### src/verilog/sens_io_defs.svh
// Register map and bit positions of the sensor I/O command registers.
// Each level bit has its enable bit directly above it (level + 1);
// two-bit GP mode fields have the enable two bits above the field base.
// PXD_CLK_DIV must be even and PXD_CLK_DIV/2 - 1 must fit the counter.
// Values are fixed by the sensor board and are not module parameters.
`ifndef SENS_IO_DEFS_SVH
`define SENS_IO_DEFS_SVH

// command port
`define SENSIO_ADDR_BITS    3   // register address width
`define SENSIO_DATA_BITS    32  // write data width

// register addresses
`define SENSIO_CTRL         0   // sensor control pins, pll reset, gp modes
`define SENSIO_JTAG         2   // bit-banged jtag to external fpga
`define SENSIO_SKIP         3   // lines to skip after sof

// control register, level bits (enable at +1)
`define SENS_CTRL_MRST      0   // master reset, pin active low
`define SENS_CTRL_ARST      2   // analog reset
`define SENS_CTRL_ARO       4   // software aro level
`define SENS_CTRL_RST_MMCM  6   // pll reset, only stretches prsts

// control register, gp mode fields (enable at +2)
`define SENS_CTRL_GP0       12  // bits 13:12, enable 14
`define SENS_CTRL_GP1       15  // bits 16:15, enable 17
`define SENS_GP_MODE_BITS   2   // float / low / high / trigger

// jtag register, level bits (enable at +1)
`define SENS_JTAG_TDI       0
`define SENS_JTAG_TMS       2
`define SENS_JTAG_TCK       4
`define SENS_JTAG_PGMEN     8   // switches pins to jtag

// line skipper
`define SENSIO_SKIP_BITS    8   // skip count width

// sensor clock divider
`define PXD_CLK_DIV         10  // pclk cycles per sensor clock
`define PXD_CLK_DIV_BITS    4   // divider counter width

`endif

### src/verilog/sens_io_pkg.sv
// Types shared by the sensor I/O blocks.
// Widths come from sens_io_defs.svh, which must be on the include path.
`default_nettype none

`include "sens_io_defs.svh"

package sens_io_pkg;

    typedef logic [`SENSIO_ADDR_BITS-1:0] cmd_addr_t;    // register address
    typedef logic [`SENSIO_DATA_BITS-1:0] cmd_data_t;    // write data word
    typedef logic [`SENSIO_SKIP_BITS-1:0] skip_cnt_t;    // lines to skip
    typedef logic [`PXD_CLK_DIV_BITS-1:0] clk_div_cnt_t; // sensor clock divider

    // GP pin mode, encoding matches the control register field
    typedef enum logic [`SENS_GP_MODE_BITS-1:0] {
        GP_FLOAT = 2'd0, // output disabled
        GP_LOW   = 2'd1, // driven low
        GP_HIGH  = 2'd2, // driven high
        GP_TRIG  = 2'd3  // follows aro
    } gp_mode_e;

endpackage

`default_nettype wire

### src/verilog/sens_io_regs.sv
// Command registers of the sensor I/O block.
// A write is a single-cycle strobe with address and data; no handshake.
// Word and set strobe are registered first, fields update one edge later.
// A field changes only when its enable bit is set in the written word.
// prsts_o is held while reset, sensor mrst (low) or pll reset is active
// and released two cycles after all of them clear.
`default_nettype none

`include "sens_io_defs.svh"

module sens_io_regs
    import sens_io_pkg::*;
(
    input  logic      pclk,
    input  logic      async_prst_with_sens_mrst,
    input  logic      cmd_we_i,
    input  cmd_addr_t cmd_addr_i,
    input  cmd_data_t cmd_data_i,
    output logic      sens_mrst_n_o,  // sensor mrst level, low = in reset
    output logic      sens_arst_o,
    output logic      aro_soft_o,
    output gp_mode_e  gp0_mode_o,
    output gp_mode_e  gp1_mode_o,
    output logic      pgmen_o,        // jtag mode
    output logic      jtag_tck_o,
    output logic      jtag_tms_o,
    output logic      jtag_tdi_o,
    output skip_cnt_t lines_skip_o,
    output logic      prsts_o         // pixel domain reset
);

    cmd_data_t  data_r;      // captured write word
    logic       set_ctrl_r;  // per-address set strobes
    logic       set_jtag_r;
    logic       set_skip_r;
    logic       rst_mmcm;    // pll reset bit
    logic [1:0] prst_sr;     // reset stretcher

    always_ff @(posedge pclk) begin
        if (cmd_we_i) data_r <= cmd_data_i;
    end

    always_ff @(posedge pclk or posedge async_prst_with_sens_mrst) begin
        if (async_prst_with_sens_mrst) begin
            set_ctrl_r <= 1'b0;
            set_jtag_r <= 1'b0;
            set_skip_r <= 1'b0;
        end else begin
            set_ctrl_r <= cmd_we_i && (cmd_addr_i == cmd_addr_t'(`SENSIO_CTRL));
            set_jtag_r <= cmd_we_i && (cmd_addr_i == cmd_addr_t'(`SENSIO_JTAG));
            set_skip_r <= cmd_we_i && (cmd_addr_i == cmd_addr_t'(`SENSIO_SKIP));
        end
    end

    // control register fields
    always_ff @(posedge pclk or posedge async_prst_with_sens_mrst) begin
        if (async_prst_with_sens_mrst) begin
            sens_mrst_n_o <= 1'b0; // sensor held in reset
            sens_arst_o   <= 1'b0;
            aro_soft_o    <= 1'b0;
            rst_mmcm      <= 1'b0;
            gp0_mode_o    <= GP_FLOAT;
            gp1_mode_o    <= GP_FLOAT;
        end else if (set_ctrl_r) begin
            if (data_r[`SENS_CTRL_MRST + 1])     sens_mrst_n_o <= data_r[`SENS_CTRL_MRST];
            if (data_r[`SENS_CTRL_ARST + 1])     sens_arst_o   <= data_r[`SENS_CTRL_ARST];
            if (data_r[`SENS_CTRL_ARO + 1])      aro_soft_o    <= data_r[`SENS_CTRL_ARO]; // own enable
            if (data_r[`SENS_CTRL_RST_MMCM + 1]) rst_mmcm      <= data_r[`SENS_CTRL_RST_MMCM];
            if (data_r[`SENS_CTRL_GP0 + 2])
                gp0_mode_o <= gp_mode_e'(data_r[`SENS_CTRL_GP0 +: `SENS_GP_MODE_BITS]);
            if (data_r[`SENS_CTRL_GP1 + 2])
                gp1_mode_o <= gp_mode_e'(data_r[`SENS_CTRL_GP1 +: `SENS_GP_MODE_BITS]);
        end
    end

    // jtag register fields
    always_ff @(posedge pclk or posedge async_prst_with_sens_mrst) begin
        if (async_prst_with_sens_mrst) begin
            pgmen_o    <= 1'b0;
            jtag_tck_o <= 1'b0;
            jtag_tms_o <= 1'b0;
            jtag_tdi_o <= 1'b0;
        end else if (set_jtag_r) begin
            if (data_r[`SENS_JTAG_PGMEN + 1]) pgmen_o    <= data_r[`SENS_JTAG_PGMEN];
            if (data_r[`SENS_JTAG_TCK + 1])   jtag_tck_o <= data_r[`SENS_JTAG_TCK];
            if (data_r[`SENS_JTAG_TMS + 1])   jtag_tms_o <= data_r[`SENS_JTAG_TMS];
            if (data_r[`SENS_JTAG_TDI + 1])   jtag_tdi_o <= data_r[`SENS_JTAG_TDI];
        end
    end

    always_ff @(posedge pclk or posedge async_prst_with_sens_mrst) begin
        if (async_prst_with_sens_mrst) lines_skip_o <= '0;
        else if (set_skip_r)           lines_skip_o <= data_r[`SENSIO_SKIP_BITS-1:0]; // no enable bit
    end

    // pixel reset stretcher, shifts out ones once sensor and pll are out of reset
    always_ff @(posedge pclk or posedge async_prst_with_sens_mrst) begin
        if (async_prst_with_sens_mrst)   prst_sr <= 2'b11;
        else if (!sens_mrst_n_o || rst_mmcm) prst_sr <= 2'b11;
        else                             prst_sr <= {1'b0, prst_sr[1]};
    end

    assign prsts_o = prst_sr[0];

endmodule

`default_nettype wire

### src/verilog/sens_pin_mux.sv
// Sensor control pin selection, purely combinational.
// In jtag mode TCK/TMS/TDI take over the ARO, ARST and GP0 pins.
// Tri-state pins come out as a value plus an output enable.
`default_nettype none

module sens_pin_mux
    import sens_io_pkg::*;
(
    input  logic     sens_mrst_n_i,
    input  logic     sens_arst_i,
    input  logic     aro_soft_i,
    input  gp_mode_e gp0_mode_i,
    input  gp_mode_e gp1_mode_i,
    input  logic     pgmen_i,
    input  logic     jtag_tck_i,
    input  logic     jtag_tms_i,
    input  logic     jtag_tdi_i,
    input  logic     trigger_mode_i, // 1 = triggered, 0 = free running
    input  logic     trig_i,
    output logic     sns_mrst_o,
    output logic     sns_arst_tms_o,
    output logic     sns_ctl_tck_o,
    output logic     sns_gp0_tdi_o,
    output logic     sns_gp0_oe_o,
    output logic     sns_gp1_o,
    output logic     sns_gp1_oe_o
);

    logic aro; // effective aro level

    // gp pin value for a given mode
    function automatic logic gp_level(input gp_mode_e mode, input logic aro_lvl);
        case (mode)
            GP_HIGH: gp_level = 1'b1;
            GP_TRIG: gp_level = aro_lvl;
            default: gp_level = 1'b0; // float drives 0 behind a disabled buffer
        endcase
    endfunction

    assign aro = trigger_mode_i ? ~trig_i : aro_soft_i; // trigger is active low on aro

    assign sns_mrst_o     = sens_mrst_n_i;
    assign sns_arst_tms_o = pgmen_i ? jtag_tms_i : sens_arst_i;
    assign sns_ctl_tck_o  = pgmen_i ? jtag_tck_i : aro;
    assign sns_gp0_tdi_o  = pgmen_i ? jtag_tdi_i : gp_level(gp0_mode_i, aro);
    assign sns_gp0_oe_o   = pgmen_i || (gp0_mode_i != GP_FLOAT); // tdi always driven
    assign sns_gp1_o      = gp_level(gp1_mode_i, aro);
    assign sns_gp1_oe_o   = (gp1_mode_i != GP_FLOAT);

endmodule

`default_nettype wire

### src/verilog/sens_ext_clk_gen.sv
// Sensor reference clock divided down from pclk, 50 % duty.
// Output is low in reset; first toggle PXD_CLK_DIV/2 cycles after release.
// Clock output is a register, not a clock buffer.
`default_nettype none

`include "sens_io_defs.svh"

module sens_ext_clk_gen
    import sens_io_pkg::*;
(
    input  logic pclk,
    input  logic async_prst_with_sens_mrst,
    output logic ext_clk_o
);

    localparam clk_div_cnt_t HALF_M1 = clk_div_cnt_t'(`PXD_CLK_DIV / 2 - 1); // reload value

    clk_div_cnt_t div_cnt; // half-period down counter

    always_ff @(posedge pclk or posedge async_prst_with_sens_mrst) begin
        if (async_prst_with_sens_mrst) begin
            div_cnt   <= HALF_M1;
            ext_clk_o <= 1'b0;
        end else if (div_cnt == '0) begin
            div_cnt   <= HALF_M1;    // next half period
            ext_clk_o <= ~ext_clk_o;
        end else begin
            div_cnt   <= div_cnt - 1'b1;
        end
    end

endmodule

`default_nettype wire

### src/verilog/sens_line_skip.sv
// Suppresses the first lines_skip lines of hact after each sof.
// Masking starts the cycle after sof and ends the cycle after the
// falling edge of the last skipped line. A zero count disables it.
// lines_skip is expected to stay stable during a frame.
`default_nettype none

`include "sens_io_defs.svh"

module sens_line_skip
    import sens_io_pkg::*;
(
    input  logic      pclk,
    input  logic      async_prst_with_sens_mrst,
    input  skip_cnt_t lines_skip_i,
    input  logic      sof_i,   // one-cycle start of frame
    input  logic      hact_i,  // line active level
    output logic      hact_o
);

    logic      hact_r;    // delayed hact for edge detect
    logic      line_end;  // hact falling edge
    logic      some_skip;
    logic      hact_dis;  // mask active
    skip_cnt_t lines_cntr; // lines left to skip

    assign line_end  = hact_r && !hact_i;
    assign some_skip = |lines_skip_i;

    always_ff @(posedge pclk or posedge async_prst_with_sens_mrst) begin
        if (async_prst_with_sens_mrst) begin
            hact_r     <= 1'b0;
            lines_cntr <= '0;
            hact_dis   <= 1'b0;
        end else begin
            hact_r <= hact_i;
            if (!some_skip)                     lines_cntr <= '0;
            else if (sof_i)                     lines_cntr <= lines_skip_i;
            else if ((|lines_cntr) && line_end) lines_cntr <= lines_cntr - 1'b1;
            if (!some_skip)  hact_dis <= 1'b0;
            else if (sof_i)  hact_dis <= 1'b1;
            else if ((lines_cntr[`SENSIO_SKIP_BITS-1:1] == '0) && line_end)
                hact_dis <= 1'b0; // count 1 or less, last skipped line done
        end
    end

    assign hact_o = hact_i && !hact_dis;

endmodule

`default_nettype wire

### src/verilog/sens_io_top.sv
// Sensor front end control, top level.
// Everything runs on pclk with one asynchronous active-high reset.
// Sensor tri-state pins are split into value and output-enable outputs.
// Register writes reach the pins two cycles after the write strobe.
`default_nettype none

module sens_io_top
    import sens_io_pkg::*;
(
    input  logic      pclk,
    input  logic      async_prst_with_sens_mrst,
    input  logic      cmd_we_i,       // one-cycle write strobe
    input  cmd_addr_t cmd_addr_i,
    input  cmd_data_t cmd_data_i,
    input  logic      sof_i,
    input  logic      hact_i,
    input  logic      trigger_mode_i,
    input  logic      trig_i,
    output logic      sns_mrst_o,     // active low sensor reset
    output logic      sns_arst_tms_o,
    output logic      sns_ctl_tck_o,
    output logic      sns_gp0_tdi_o,
    output logic      sns_gp0_oe_o,
    output logic      sns_gp1_o,
    output logic      sns_gp1_oe_o,
    output logic      ext_clk_o,
    output logic      hact_o,
    output logic      prsts_o
);

    logic      sens_mrst_n;
    logic      sens_arst;
    logic      aro_soft;
    gp_mode_e  gp0_mode;
    gp_mode_e  gp1_mode;
    logic      pgmen;
    logic      jtag_tck;
    logic      jtag_tms;
    logic      jtag_tdi;
    skip_cnt_t lines_skip;

    sens_io_regs u_regs (
        .pclk                      (pclk),
        .async_prst_with_sens_mrst (async_prst_with_sens_mrst),
        .cmd_we_i                  (cmd_we_i),
        .cmd_addr_i                (cmd_addr_i),
        .cmd_data_i                (cmd_data_i),
        .sens_mrst_n_o             (sens_mrst_n),
        .sens_arst_o               (sens_arst),
        .aro_soft_o                (aro_soft),
        .gp0_mode_o                (gp0_mode),
        .gp1_mode_o                (gp1_mode),
        .pgmen_o                   (pgmen),
        .jtag_tck_o                (jtag_tck),
        .jtag_tms_o                (jtag_tms),
        .jtag_tdi_o                (jtag_tdi),
        .lines_skip_o              (lines_skip),
        .prsts_o                   (prsts_o)
    );

    sens_pin_mux u_pin_mux (
        .sens_mrst_n_i  (sens_mrst_n),
        .sens_arst_i    (sens_arst),
        .aro_soft_i     (aro_soft),
        .gp0_mode_i     (gp0_mode),
        .gp1_mode_i     (gp1_mode),
        .pgmen_i        (pgmen),
        .jtag_tck_i     (jtag_tck),
        .jtag_tms_i     (jtag_tms),
        .jtag_tdi_i     (jtag_tdi),
        .trigger_mode_i (trigger_mode_i),
        .trig_i         (trig_i),
        .sns_mrst_o     (sns_mrst_o),
        .sns_arst_tms_o (sns_arst_tms_o),
        .sns_ctl_tck_o  (sns_ctl_tck_o),
        .sns_gp0_tdi_o  (sns_gp0_tdi_o),
        .sns_gp0_oe_o   (sns_gp0_oe_o),
        .sns_gp1_o      (sns_gp1_o),
        .sns_gp1_oe_o   (sns_gp1_oe_o)
    );

    sens_ext_clk_gen u_ext_clk (
        .pclk                      (pclk),
        .async_prst_with_sens_mrst (async_prst_with_sens_mrst),
        .ext_clk_o                 (ext_clk_o)
    );

    sens_line_skip u_line_skip (
        .pclk                      (pclk),
        .async_prst_with_sens_mrst (async_prst_with_sens_mrst),
        .lines_skip_i              (lines_skip),
        .sof_i                     (sof_i),
        .hact_i                    (hact_i),
        .hact_o                    (hact_o)
    );

endmodule

`default_nettype wire

### config.mk
export PLATFORM = sky130hd
export DESIGN_NAME = sens_io_top
export DESIGN_NICKNAME = d
export VERILOG_FILES = /design/src/verilog/sens_io_pkg.sv /design/src/verilog/sens_io_regs.sv /design/src/verilog/sens_pin_mux.sv /design/src/verilog/sens_ext_clk_gen.sv /design/src/verilog/sens_line_skip.sv /design/src/verilog/sens_io_top.sv
export VERILOG_INCLUDE_DIRS = /design/src /design/src/verilog
export SDC_FILE = /design/constraint.sdc
export NUM_CORES = 1
export LEC_CHECK = 0
export BUFFER_PORTS_ARGS = -buffer_cell sky130_fd_sc_hd__buf_2
export CORE_ASPECT_RATIO = 1.25
export CORE_MARGIN = 8
export CORE_UTILIZATION = 40
export CTS_CLUSTER_DIAMETER = 150
export DETAILED_ROUTE_END_ITERATION = 10
export SYNTH_ARGS = -nofsm -noshare
export SYNTH_HDL_FRONTEND = slang
export SYNTH_HIERARCHICAL = 1
export SYNTH_SLANG_ARGS = --single-unit
### constraint.sdc
create_clock -name pclk -period 2.5 [get_ports pclk]
set_input_delay 0.5 -clock pclk [delete_from_list [all_inputs] [get_ports pclk]]
set_output_delay 0.5 -clock pclk [all_outputs]
set_load 0.02 [all_outputs]
## Word level (Yosys, flattened, before mapping)

Cells that the tools add are included.

- Bits of input ports: 42
- Word-level logic and storage cells: 76
- Bits in read-only memories: 0
- RAM bits: 0
- Flip-flop bits (word level): 58
- Output and inout bits: 10
- Bits in latches: 0
- Memories kept: 0

- Multipliers: 0
- Mux-type cells: 14
- Eq/ne operators: 8
- Shift-type cells: 0
- Bitwise operators: 2
- Divide/modulo/power cells: 0
- Add/subtract/negate cells: 2
- Reduce and logical (&&, ||, !) cells: 29
- Order comparisons: 0

Operators by type and width:

| operator | count |
|---|---|
| 8-bit 2-to-1 mux | 3 |
| 2-bit AND reduction | 10 |
| 8-bit OR reduction | 2 |
| 2-bit == test (second input constant) | 4 |
| 8-bit by 1-bit subtractor with 8-bit output (second input constant) | 1 |
| 1-bit logical AND | 7 |
| 7-bit zero test | 1 |
| 1-bit 2-to-1 mux | 7 |
| 3-bit by 2-bit == test with 1-bit output (second input constant) | 2 |
| 3-bit inequality test (second input constant) | 2 |
| 4-bit zero test | 1 |
| 4-bit 2-to-1 mux | 1 |
| 1-bit case mux with 2 select lines | 2 |
| 2-bit nonzero test | 2 |
| 4-bit by 1-bit subtractor with 4-bit output (second input constant) | 1 |
| 1-bit zero test | 3 |
| 3-bit zero test | 1 |
| 1-bit logical OR | 2 |
| 2-bit 2-to-1 mux | 1 |
| 1-bit NOT | 2 |

## Longest topological paths before layout

Gate-level depths: netlist of the first run.

- Word-level depth: 6
- Depth in mapped cells: 6

## Hierarchy

Netlist of the first run, hierarchy kept.

Modules (own cells, without submodules):

| module | sequential area each (sq um) | cells each | times used | area each (sq um) |
|---|---|---|---|---|
| sens_io_regs | 1108.6 | 78 | 1 | 1421.4 |
| sens_line_skip | 250.2 | 65 | 1 | 618.1 |
| sens_ext_clk_gen | 126.4 | 16 | 1 | 195.2 |
| sens_pin_mux | 0.0 | 12 | 1 | 81.3 |

## Worst setup path before layout of the first run

No wires, ideal clock.

- Kind: register -> register
- Start point: register u_line_skip.lines_cntr[2]
- End point: register u_line_skip.lines_cntr[7]
- Data required time: 2.368 ns
- Slack: 0.756 ns
- Period minus slack after synthesis: 1.744 ns
- Cell stages (with the launch flop): 5
- Path buffers: 0
- Arrival time: 1.612 ns
- Cells stage by stage: dfrtp_1 > or3_4 > or4b_4 > o311ai_1 > o21ai_1

- Word-level cells in the longest chain between the ends: 4

Ends and longest elaborated chain:

| item | line | source |
|---|---|---|
| from (decl) | sens_line_skip.sv:24 | `skip_cnt_t lines_cntr;` |
| from (signal assigned) | sens_line_skip.sv:37 | `else if (sof_i) lines_cntr <= lines_skip_i;` |
| from (signal assigned) | sens_line_skip.sv:38 | `else if ((\|lines_cntr) && line_end) lines_cntr <= lines_cntr - 1'b1;` |
| 8-bit by 1-bit subtractor with 8-bit output | sens_line_skip.sv:38 |  |
| 8-bit 2-to-1 mux | sens_line_skip.sv:38 |  |
| 8-bit 2-to-1 mux | sens_line_skip.sv:37 |  |
| 8-bit 2-to-1 mux | sens_line_skip.sv:36 | `if (!some_skip) lines_cntr <= '0;` |

Parallel ways exist; a longest one is shown, timed or not. The select of a mux whose other input is x is not followed.
A chain may end at the register's enable or synchronous reset.

## Final worst setup path of the first run

- Start point: register u_line_skip.lines_cntr[0]
- End point: register u_line_skip.lines_cntr[7]

The elaborated chain is that of the path after synthesis.

==> impl_metrics.tcl, run 1 <==
set metrics [dict create \
    status "completed" \
    cts_tree "built" \
    final_cells 278 \
    fp-row-count 31 \
    vias 1411 \
    clkLatencyLatePin_ns 0.31 \
    cp_slowest_cell "or4b_4" \
    routedWlPerCell_microns 14.9 \
    synth_simple_gate_area_share_pct 12.7 \
    drive_gt1_share_pct 33.5 \
    dieHeight_microns 101 \
    grt_pass1_vias 1565 \
    cp_top_family "simple AND/OR/NAND/NOR gates" \
    maxCapViolCount 0 \
    arrival_ns 2.08 \
    crit_buf_inv 1 \
    fillCellCount 520 \
    crit_type "flip-flop to flip-flop" \
    syn_area_sq_um 2320 \
    rsz0062_at_grt "false" \
    syn2layout_area_growth_pct 14.5 \
    critPathLaunch "u_line_skip/lines_cntr[0]" \
    diodes 0 \
    start_util_pct 40.6 \
    skew_ns 0.0102 \
    finalSetupViolations 0 \
    dieArea_sq_um 8500 \
    crit_path_end_kind "flip-flop" \
    synth_xor_area_share_pct 1.89 \
    viasPerCell 5.08 \
    dr.pass1.iters 4 \
    htreeDepth 2 \
    max_freq_mhz 527 \
    synthAdderAreaFrac_pct 1.08 \
    grt_max_degree 26 \
    routed_wl_microns 4150 \
    nets 255 \
    cts_buffers 5 \
    io_buffers 35 \
    clock-root-buffer "clkbuf_8" \
    cts_hold_buffers 0 \
    ctsResizeCount 0 \
    drt_iter0_markers 62 \
    r2r-end "u_line_skip/lines_cntr[7]" \
    drc 0 \
    pin_count 52 \
    gp_congestion 0.796 \
    worstPathCellList "inv_1, ha_1, nor4b_2, or4b_4, o311ai_1, o21ai_1" \
    fin_crit_sh_pct 75.9 \
    post_cts_buffers 0 \
    critPathLaunchType "flip-flop" \
    core_area_sq_um 5700 \
    hold_violations 0 \
    cpPeakStageDelay_ns 0.50 \
    required_ns 2.69 \
    ys_ff_latch 56 \
    p_per_area_nw_per_um2 802 \
    crit_cells 6 \
    peakVddDrop_mv 0.475 \
    clockBufferDepth 2 \
    track_usage_pct 10.7 \
    chipWidth_microns 84.1 \
    synth_nets 215 \
    rr_worst_depth 6 \
    rrSetupSlack_ns 0.60 \
    clk_pin_slew_ns 0.10 \
    synth_top_family_by_area "simple AND/OR/NAND/NOR gates" \
    antenna_found_initial 0 \
    overflow 0 \
    ys_warn_count 6 \
    relSlewSlack_pct 65.7 \
    critPathMaxFanout 5 \
    ys_seq_area_share_pct 64.1 \
    postSynthAreaPerCell_sq_um 13.5 \
    syn-instance-count 171 \
    grt_pass1_wl_microns 7390 \
    slew_violations 0 \
    cts_sinks 56 \
    min_period_ns 1.90 \
    synth.mux.area_fraction_pct 11.9 \
    max_slew.worst_pin.slew_ns 0.511 \
    reg2reg_from "u_line_skip/lines_cntr[0]" \
    synth.distinct_cells 42 \
    tns_ns 0 \
    hold_path.class "primary input to asynchronous set/reset pin" \
    endpoint "u_line_skip/lines_cntr[7]" \
    leakagePower_nw 1.13 \
    synth_compound_area_share_pct 6.27 \
    dp_cells 270 \
    detail-route-antenna-nets 0 \
    dp_hpwl_microns 3170 \
]
[final cells by class]
class                      count  area, sq um  area share, %
sequential                    56         1490           56.0
multi-input combinational    104          785           29.6
timing repair buffer          36          183           6.89
tap                           66         82.6           3.11
clock buffer                   6         72.6           2.74
inverter                       8         30.0           1.13
clock inverter                 2         13.8          0.519
[cell usage in the layout, fill, tap and decap left out, types with 2 or more instances in the layout]
cell type,count
mux2_2,17
o31ai_1,2
xor2_1,2
nand4b_1,2
or2_2,3
xnor2_1,3
nor3_1,4
a32oi_1,2
a31oi_1,2
dfrtp_1,37
inv_1,8
o21ai_1,2
nor2_1,5
nor4_1,4
ha_1,2
dfstp_2,3
clkbuf_8,5
o21ai_0,4
nand2b_1,2
mux2_1,4
edfxtp_1,16
a21oi_1,5
mux2i_1,4
nand2_1,18
buf_2,35
or3_1,2
[state kept, by name, indices dropped and copies added (netlist names)]
register,flops
u_regs/lines_skip_o,8
u_regs/rst_mmcm,1
u_regs/aro_soft_o,1
u_line_skip/hact_r,1
u_regs/gp1_mode_o,2
u_regs/jtag_tms_o,1
u_regs/jtag_tck_o,1
u_regs/sens_arst_o,1
u_regs/set_ctrl_r,1
u_regs/set_jtag_r,1
u_regs/sens_mrst_n_o,1
u_regs/jtag_tdi_o,1
u_ext_clk/ext_clk_o,1
u_regs/pgmen_o,1
u_regs/set_skip_r,1
u_line_skip/hact_dis,1
u_line_skip/lines_cntr,8
u_regs/gp0_mode_o,2
u_regs/data_r,16
u_regs/prst_sr,2
u_ext_clk/div_cnt,4
[layer usage]
metal,vias to the layer above,global-route usage (%),wire length (microns),share of wire [%]
li1,693,-,-,-
met1,672,12.8,1860,45
met2,38,17.5,2010,48
met3,8,3.64,215,5.2
met4,0,3.99,74,1.8
met5,-,0,0,0
[synth_stat cells]
| cell | n | share of area (%) |
|---|---|---|
| dfrtp_1 | 37 | 40 |
| nand2_1 | 18 | 2.9 |
| mux2_2 | 17 | 8.3 |
| edfxtp_1 | 16 | 21 |
| inv_1 | 8 | 1.3 |
| a21oi_1 | 5 | 1.1 |
| nor2_1 | 5 | 0.81 |
| mux2_1 | 4 | 1.9 |
| mux2i_1 | 4 | 1.7 |
| nor3_1 | 4 | 0.86 |
| nor4_1 | 4 | 1.1 |
| o21ai_0 | 4 | 0.86 |
| dfstp_2 | 3 | 3.4 |
| or2_2 | 3 | 0.81 |
| xnor2_1 | 3 | 1.1 |
| a31oi_1 | 2 | 0.54 |
| a32oi_1 | 2 | 0.76 |
| ha_1 | 2 | 1.1 |
| nand2b_1 | 2 | 0.54 |
| nand4b_1 | 2 | 0.76 |
| o21ai_1 | 2 | 0.43 |
| o31ai_1 | 2 | 0.65 |
| or3_1 | 2 | 0.54 |
| xor2_1 | 2 | 0.76 |
| a21boi_0 | 1 | 0.32 |
| a22o_1 | 1 | 0.38 |
| and2_1 | 1 | 0.27 |
| and4b_1 | 1 | 0.43 |
| buf_2 | 1 | 0.22 |
| buf_4 | 1 | 0.32 |
| clkbuf_1 | 1 | 0.16 |
| nand3b_1 | 1 | 0.32 |
| nor2b_1 | 1 | 0.27 |
| nor4_2 | 1 | 0.54 |
| nor4b_1 | 1 | 0.38 |
| nor4b_2 | 1 | 0.65 |
| nor4bb_1 | 1 | 0.43 |
| o21a_1 | 1 | 0.32 |
| o311ai_1 | 1 | 0.38 |
| o31ai_2 | 1 | 0.54 |
| or3_4 | 1 | 0.49 |
| or4b_4 | 1 | 0.59 |
[per-stage QoR]
step           util [%]  hold slack, ns  setup slack, ns  total power [mW]  area [sq um]
4_1_cts            46.5          0.0899            0.596              2.16          2650
5_1_grt            46.5          0.0887            0.497              2.26          2650
3_5_place_dp       45.0           0.429            0.622              1.67          2560
2_1_floorplan         -           0.278            0.756              1.52          2320
3_3_place_gp       45.0           0.419            0.641              1.66          2560
6_report           46.5          0.0928            0.603              2.13          2650
[report_power, final]
part	switching [mW]	internal [mW]	total, mW
registers	0.124	1.10	1.22
clock network	0.286	0.200	0.486
logic	0.214	0.205	0.419
[worst min-delay path by stage]
stage	end	slack [ns]	depth (start not counted)
2_1_floorplan	u_ext_clk/div_cnt[0]	0.28	1
3_3_place_gp	u_regs/prst_sr[1]	0.42	1
3_5_place_dp	u_ext_clk/div_cnt[3]	0.43	2
4_1_cts	u_ext_clk/div_cnt[3]	0.09	2
5_1_grt	u_ext_clk/ext_clk_o	0.09	2
6_report	u_ext_clk/div_cnt[3]	0.09	2
[cell families (layout without fill, tap and decap cells)]
kind of cell             count (synthesis)  after routing
AO/OA/AOI/OAI                           22             22
buffers and inverters                   11             52
XOR/XNOR                                 5              5
multiplexers                            25             25
flip-flops                              56             56
adder cells (fa/ha/maj)                  2              2
AND/OR/NAND/NOR                         50             50
No activity file was read; power rests on OpenSTA's default activity.
==> run 2: changes to the inputs <==
Settings changed: ABC_AREA set to 1.
Clock period 2.5 ns to 1.8 ns, I/O delays scaled along.
==> run 2 against run 1 <==
Effect of this change:
- critical path depth decreased by 3
- non-clock buffer count increased by 1
- critical path type is now flip-flop to output pin
- sequential share of layout area decreased by 4.6 points
- register-to-register slack got worse by 0.21 ns
- die area increased by 7.6%
- global-route usage increased by 0.38 points
- sequential cell count unchanged
- final cell count increased by 46%
- highest routed layer unchanged
- clock power increased by 67%
- cell area increased by 8.9%
==> impl_metrics.tcl, run 2 <==
set metrics [dict create \
    status "completed" \
    drive_gt1_share_pct 19.4 \
    chipWidth_microns 87.2 \
    seqPwrFrac_pct 50.3 \
    critPathLaunchType "flip-flop" \
    peakVddDrop_mv 0.640 \
    skew_ns 0.00725 \
    viasPerCell 4.54 \
    syn-instance-count 281 \
    clk_pin_slew_ns 0.10 \
    grt_pass1_wl_microns 8240 \
    cts_hold_buffers 1 \
    max_slew.worst_pin.slew_ns 0.477 \
    dp_hpwl_microns 3480 \
    fin_area_sq_um 2890 \
    htreeDepth 2 \
    cts_buffers 5 \
    synth_most_common_cell "nand2_1" \
    nets 363 \
    ctsResizeCount 0 \
    max_freq_mhz 588 \
    crit_path_end_kind "output pin" \
    cts_sinks 56 \
    io_buffers 35 \
    syn_area_sq_um 2530 \
    pin_count 52 \
    post_cts_buffers 0 \
    relSlewSlack_pct 68.2 \
    slew_violations 0 \
    clkLatencyLatePin_ns 0.30 \
    largest_reg_flops 16 \
    switching_share_pct 33.5 \
    hold_path.class "primary input to flip-flop" \
    grt_max_degree 26 \
    dieHeight_microns 105 \
    rrSetupSlack_ns 0.39 \
    arrival_ns 1.34 \
    p_comb_share_pct 26.4 \
    crit_type "flip-flop to output pin" \
    reg_top3 "u_regs/data_r (16), u_line_skip/lines_cntr (8), u_regs/lines_skip_o (8)" \
    cts_tree "built" \
    gp_congestion 0.804 \
    ys_warn_count 6 \
    synth-edff-count 16 \
    min_period_ns 1.70 \
    synth_top_area_cell "dfrtp_1" \
    regMostFlops "u_regs/data_r" \
    grt_pass1_vias 1900 \
    rsz0062_at_grt "false" \
    drt_iter0_markers 50 \
    postSynthAreaPerCell_sq_um 9.01 \
    ys_top_cells_by_count "97 x nand2_1, 37 x dfrtp_1, 32 x inv_1" \
    power_switching_mw 1.16 \
    overflow 0 \
    finalSetupViolations 0 \
    leakagePower_nw 1.43 \
    synth-main-ff-cell "dfrtp_1" \
    syn2layout_area_growth_pct 14.1 \
    final_cells 405 \
    power_mw 3.47 \
    whs_path_depth 1 \
    dp_cells 396 \
    vias 1839 \
    antenna_found_initial 0 \
    start_util_pct 41.1 \
    ys_ff_latch 56 \
    p_per_area_nw_per_um2 1200 \
    synth.distinct_cells 26 \
    yosysTopAreaCellShare_pct 36.6 \
    clockBufferDepth 2 \
    core_area_sq_um 6170 \
    tns_ns 0 \
    routed_wl_microns 4600 \
    timing.hold.ws_ns 0.186 \
    ys_seq_area_share_pct 58.7 \
    clock_power_share_pct 23.3 \
    place_area_sq_um 2770 \
    rr_worst_depth 11 \
    final_common_cell "nand2_1" \
    fp-row-count 32 \
    async_flop_share_pct 71.4 \
    ys_top_cells_by_area "dfrtp_1 37%, edfxtp_1 19%, nand2_1 14%, nand3_1 5.3%, inv_1 4.7%" \
    fin_crit_sh_pct 94.5 \
    layout_common_cells "97 x nand2_1, 37 x dfrtp_1, 35 x buf_2" \
    clock-root-buffer "clkbuf_8" \
    detail-route-antenna-nets 0 \
    dieArea_sq_um 9150 \
    dr.pass1.iters 4 \
    power.internal_mw 2.31 \
    routedWlPerCell_microns 11.3 \
    diodes 0 \
    hold_violations 0 \
    required_ns 1.44 \
    critPathMaxFanout 3 \
    track_usage_pct 11.1 \
    maxCapViolCount 0 \
    synth_nets 325 \
    drc 0 \
]
run 2: cell types whose count changed in the layout (fill, tap and decap cells not counted), sizes merged, moves of 11 or more:
cell	previous run	this run
o21ai	6	17
nand2	18	101
inv	9	34
nand3	0	28
mux2	21	1
nor2	5	26
run 2: per-stage QoR:
stage / utilization (%) / setup WS, ns
floorplan: - / 0.455
global placement: 44.9 / 0.341
detailed placement: 44.9 / 0.351
CTS: 46.8 / 0.0833
global route: 46.8 / 0.0607
finish: 46.8 / 0.0989
run 2: worst paths after layout:
| path | startpoint | to |
|---|---|---|
| max | u_regs/aro_soft_o | sns_ctl_tck_o |
| min | hact_i | u_line_skip/hact_r |
| max reg2reg | u_line_skip/lines_cntr[0] | u_line_skip/lines_cntr[6] |
| min reg2reg | u_regs/sens_mrst_n_o | u_regs/prst_sr[1] |
| max in group asynchronous | async_prst_with_sens_mrst | u_regs/prst_sr[0] |
| min in group asynchronous | async_prst_with_sens_mrst | u_ext_clk/div_cnt[0] |
run 2: logic make-up (layout without fill, tap and decap cells):
| logic type | after synthesis | count (layout) | synth area share, % |
|---|---|---|---|
| buf+inv | 40 | 79 | 7.17 |
| simple gates | 159 | 159 | 27.4 |
| fa+ha+maj | 2 | 2 | 0.988 |
| compound gates | 21 | 21 | 4.50 |
| mux | 1 | 1 | 0.593 |
| xor+xnor | 2 | 2 | 0.692 |
| flops | 56 | 56 | 58.7 |
run 2: layout make-up:
class,count,area (sq um)
repair buffers,37,193
inverters,34,128
flip-flops and latches,56,1490
clock inverters,3,42.5
fillers,628,3280
clock buffers,5,68.8
well taps,85,106
multi-input cells,185,865
run 2: critical path: stages, from the launching register on:
cell and delay (ns):
dfrtp_1 0.41, o21ai_0 0.31, o21ai_0 0.15, buf_2 0.18
run 2: power by group through the flow:
stage,Sequential (mW),Clock [mW],Combinational [mW]
floorplan,1.72,0,0.735
global placement,1.77,0,0.912
detailed placement,1.78,0,0.921
CTS,1.75,0.847,0.926
global route,1.79,0.883,1.06
finish,1.75,0.811,0.916
run 2: routing by layer:
layer / global-route usage (%) / vias to the layer above / part of all wire (%)
met5: 0 / - / 0
met4: 3.82 / 0 / 1.2
met3: 4.08 / 5 / 5.2
met2: 19.6 / 31 / 51
met1: 11.7 / 850 / 43
li1: - / 953 / -
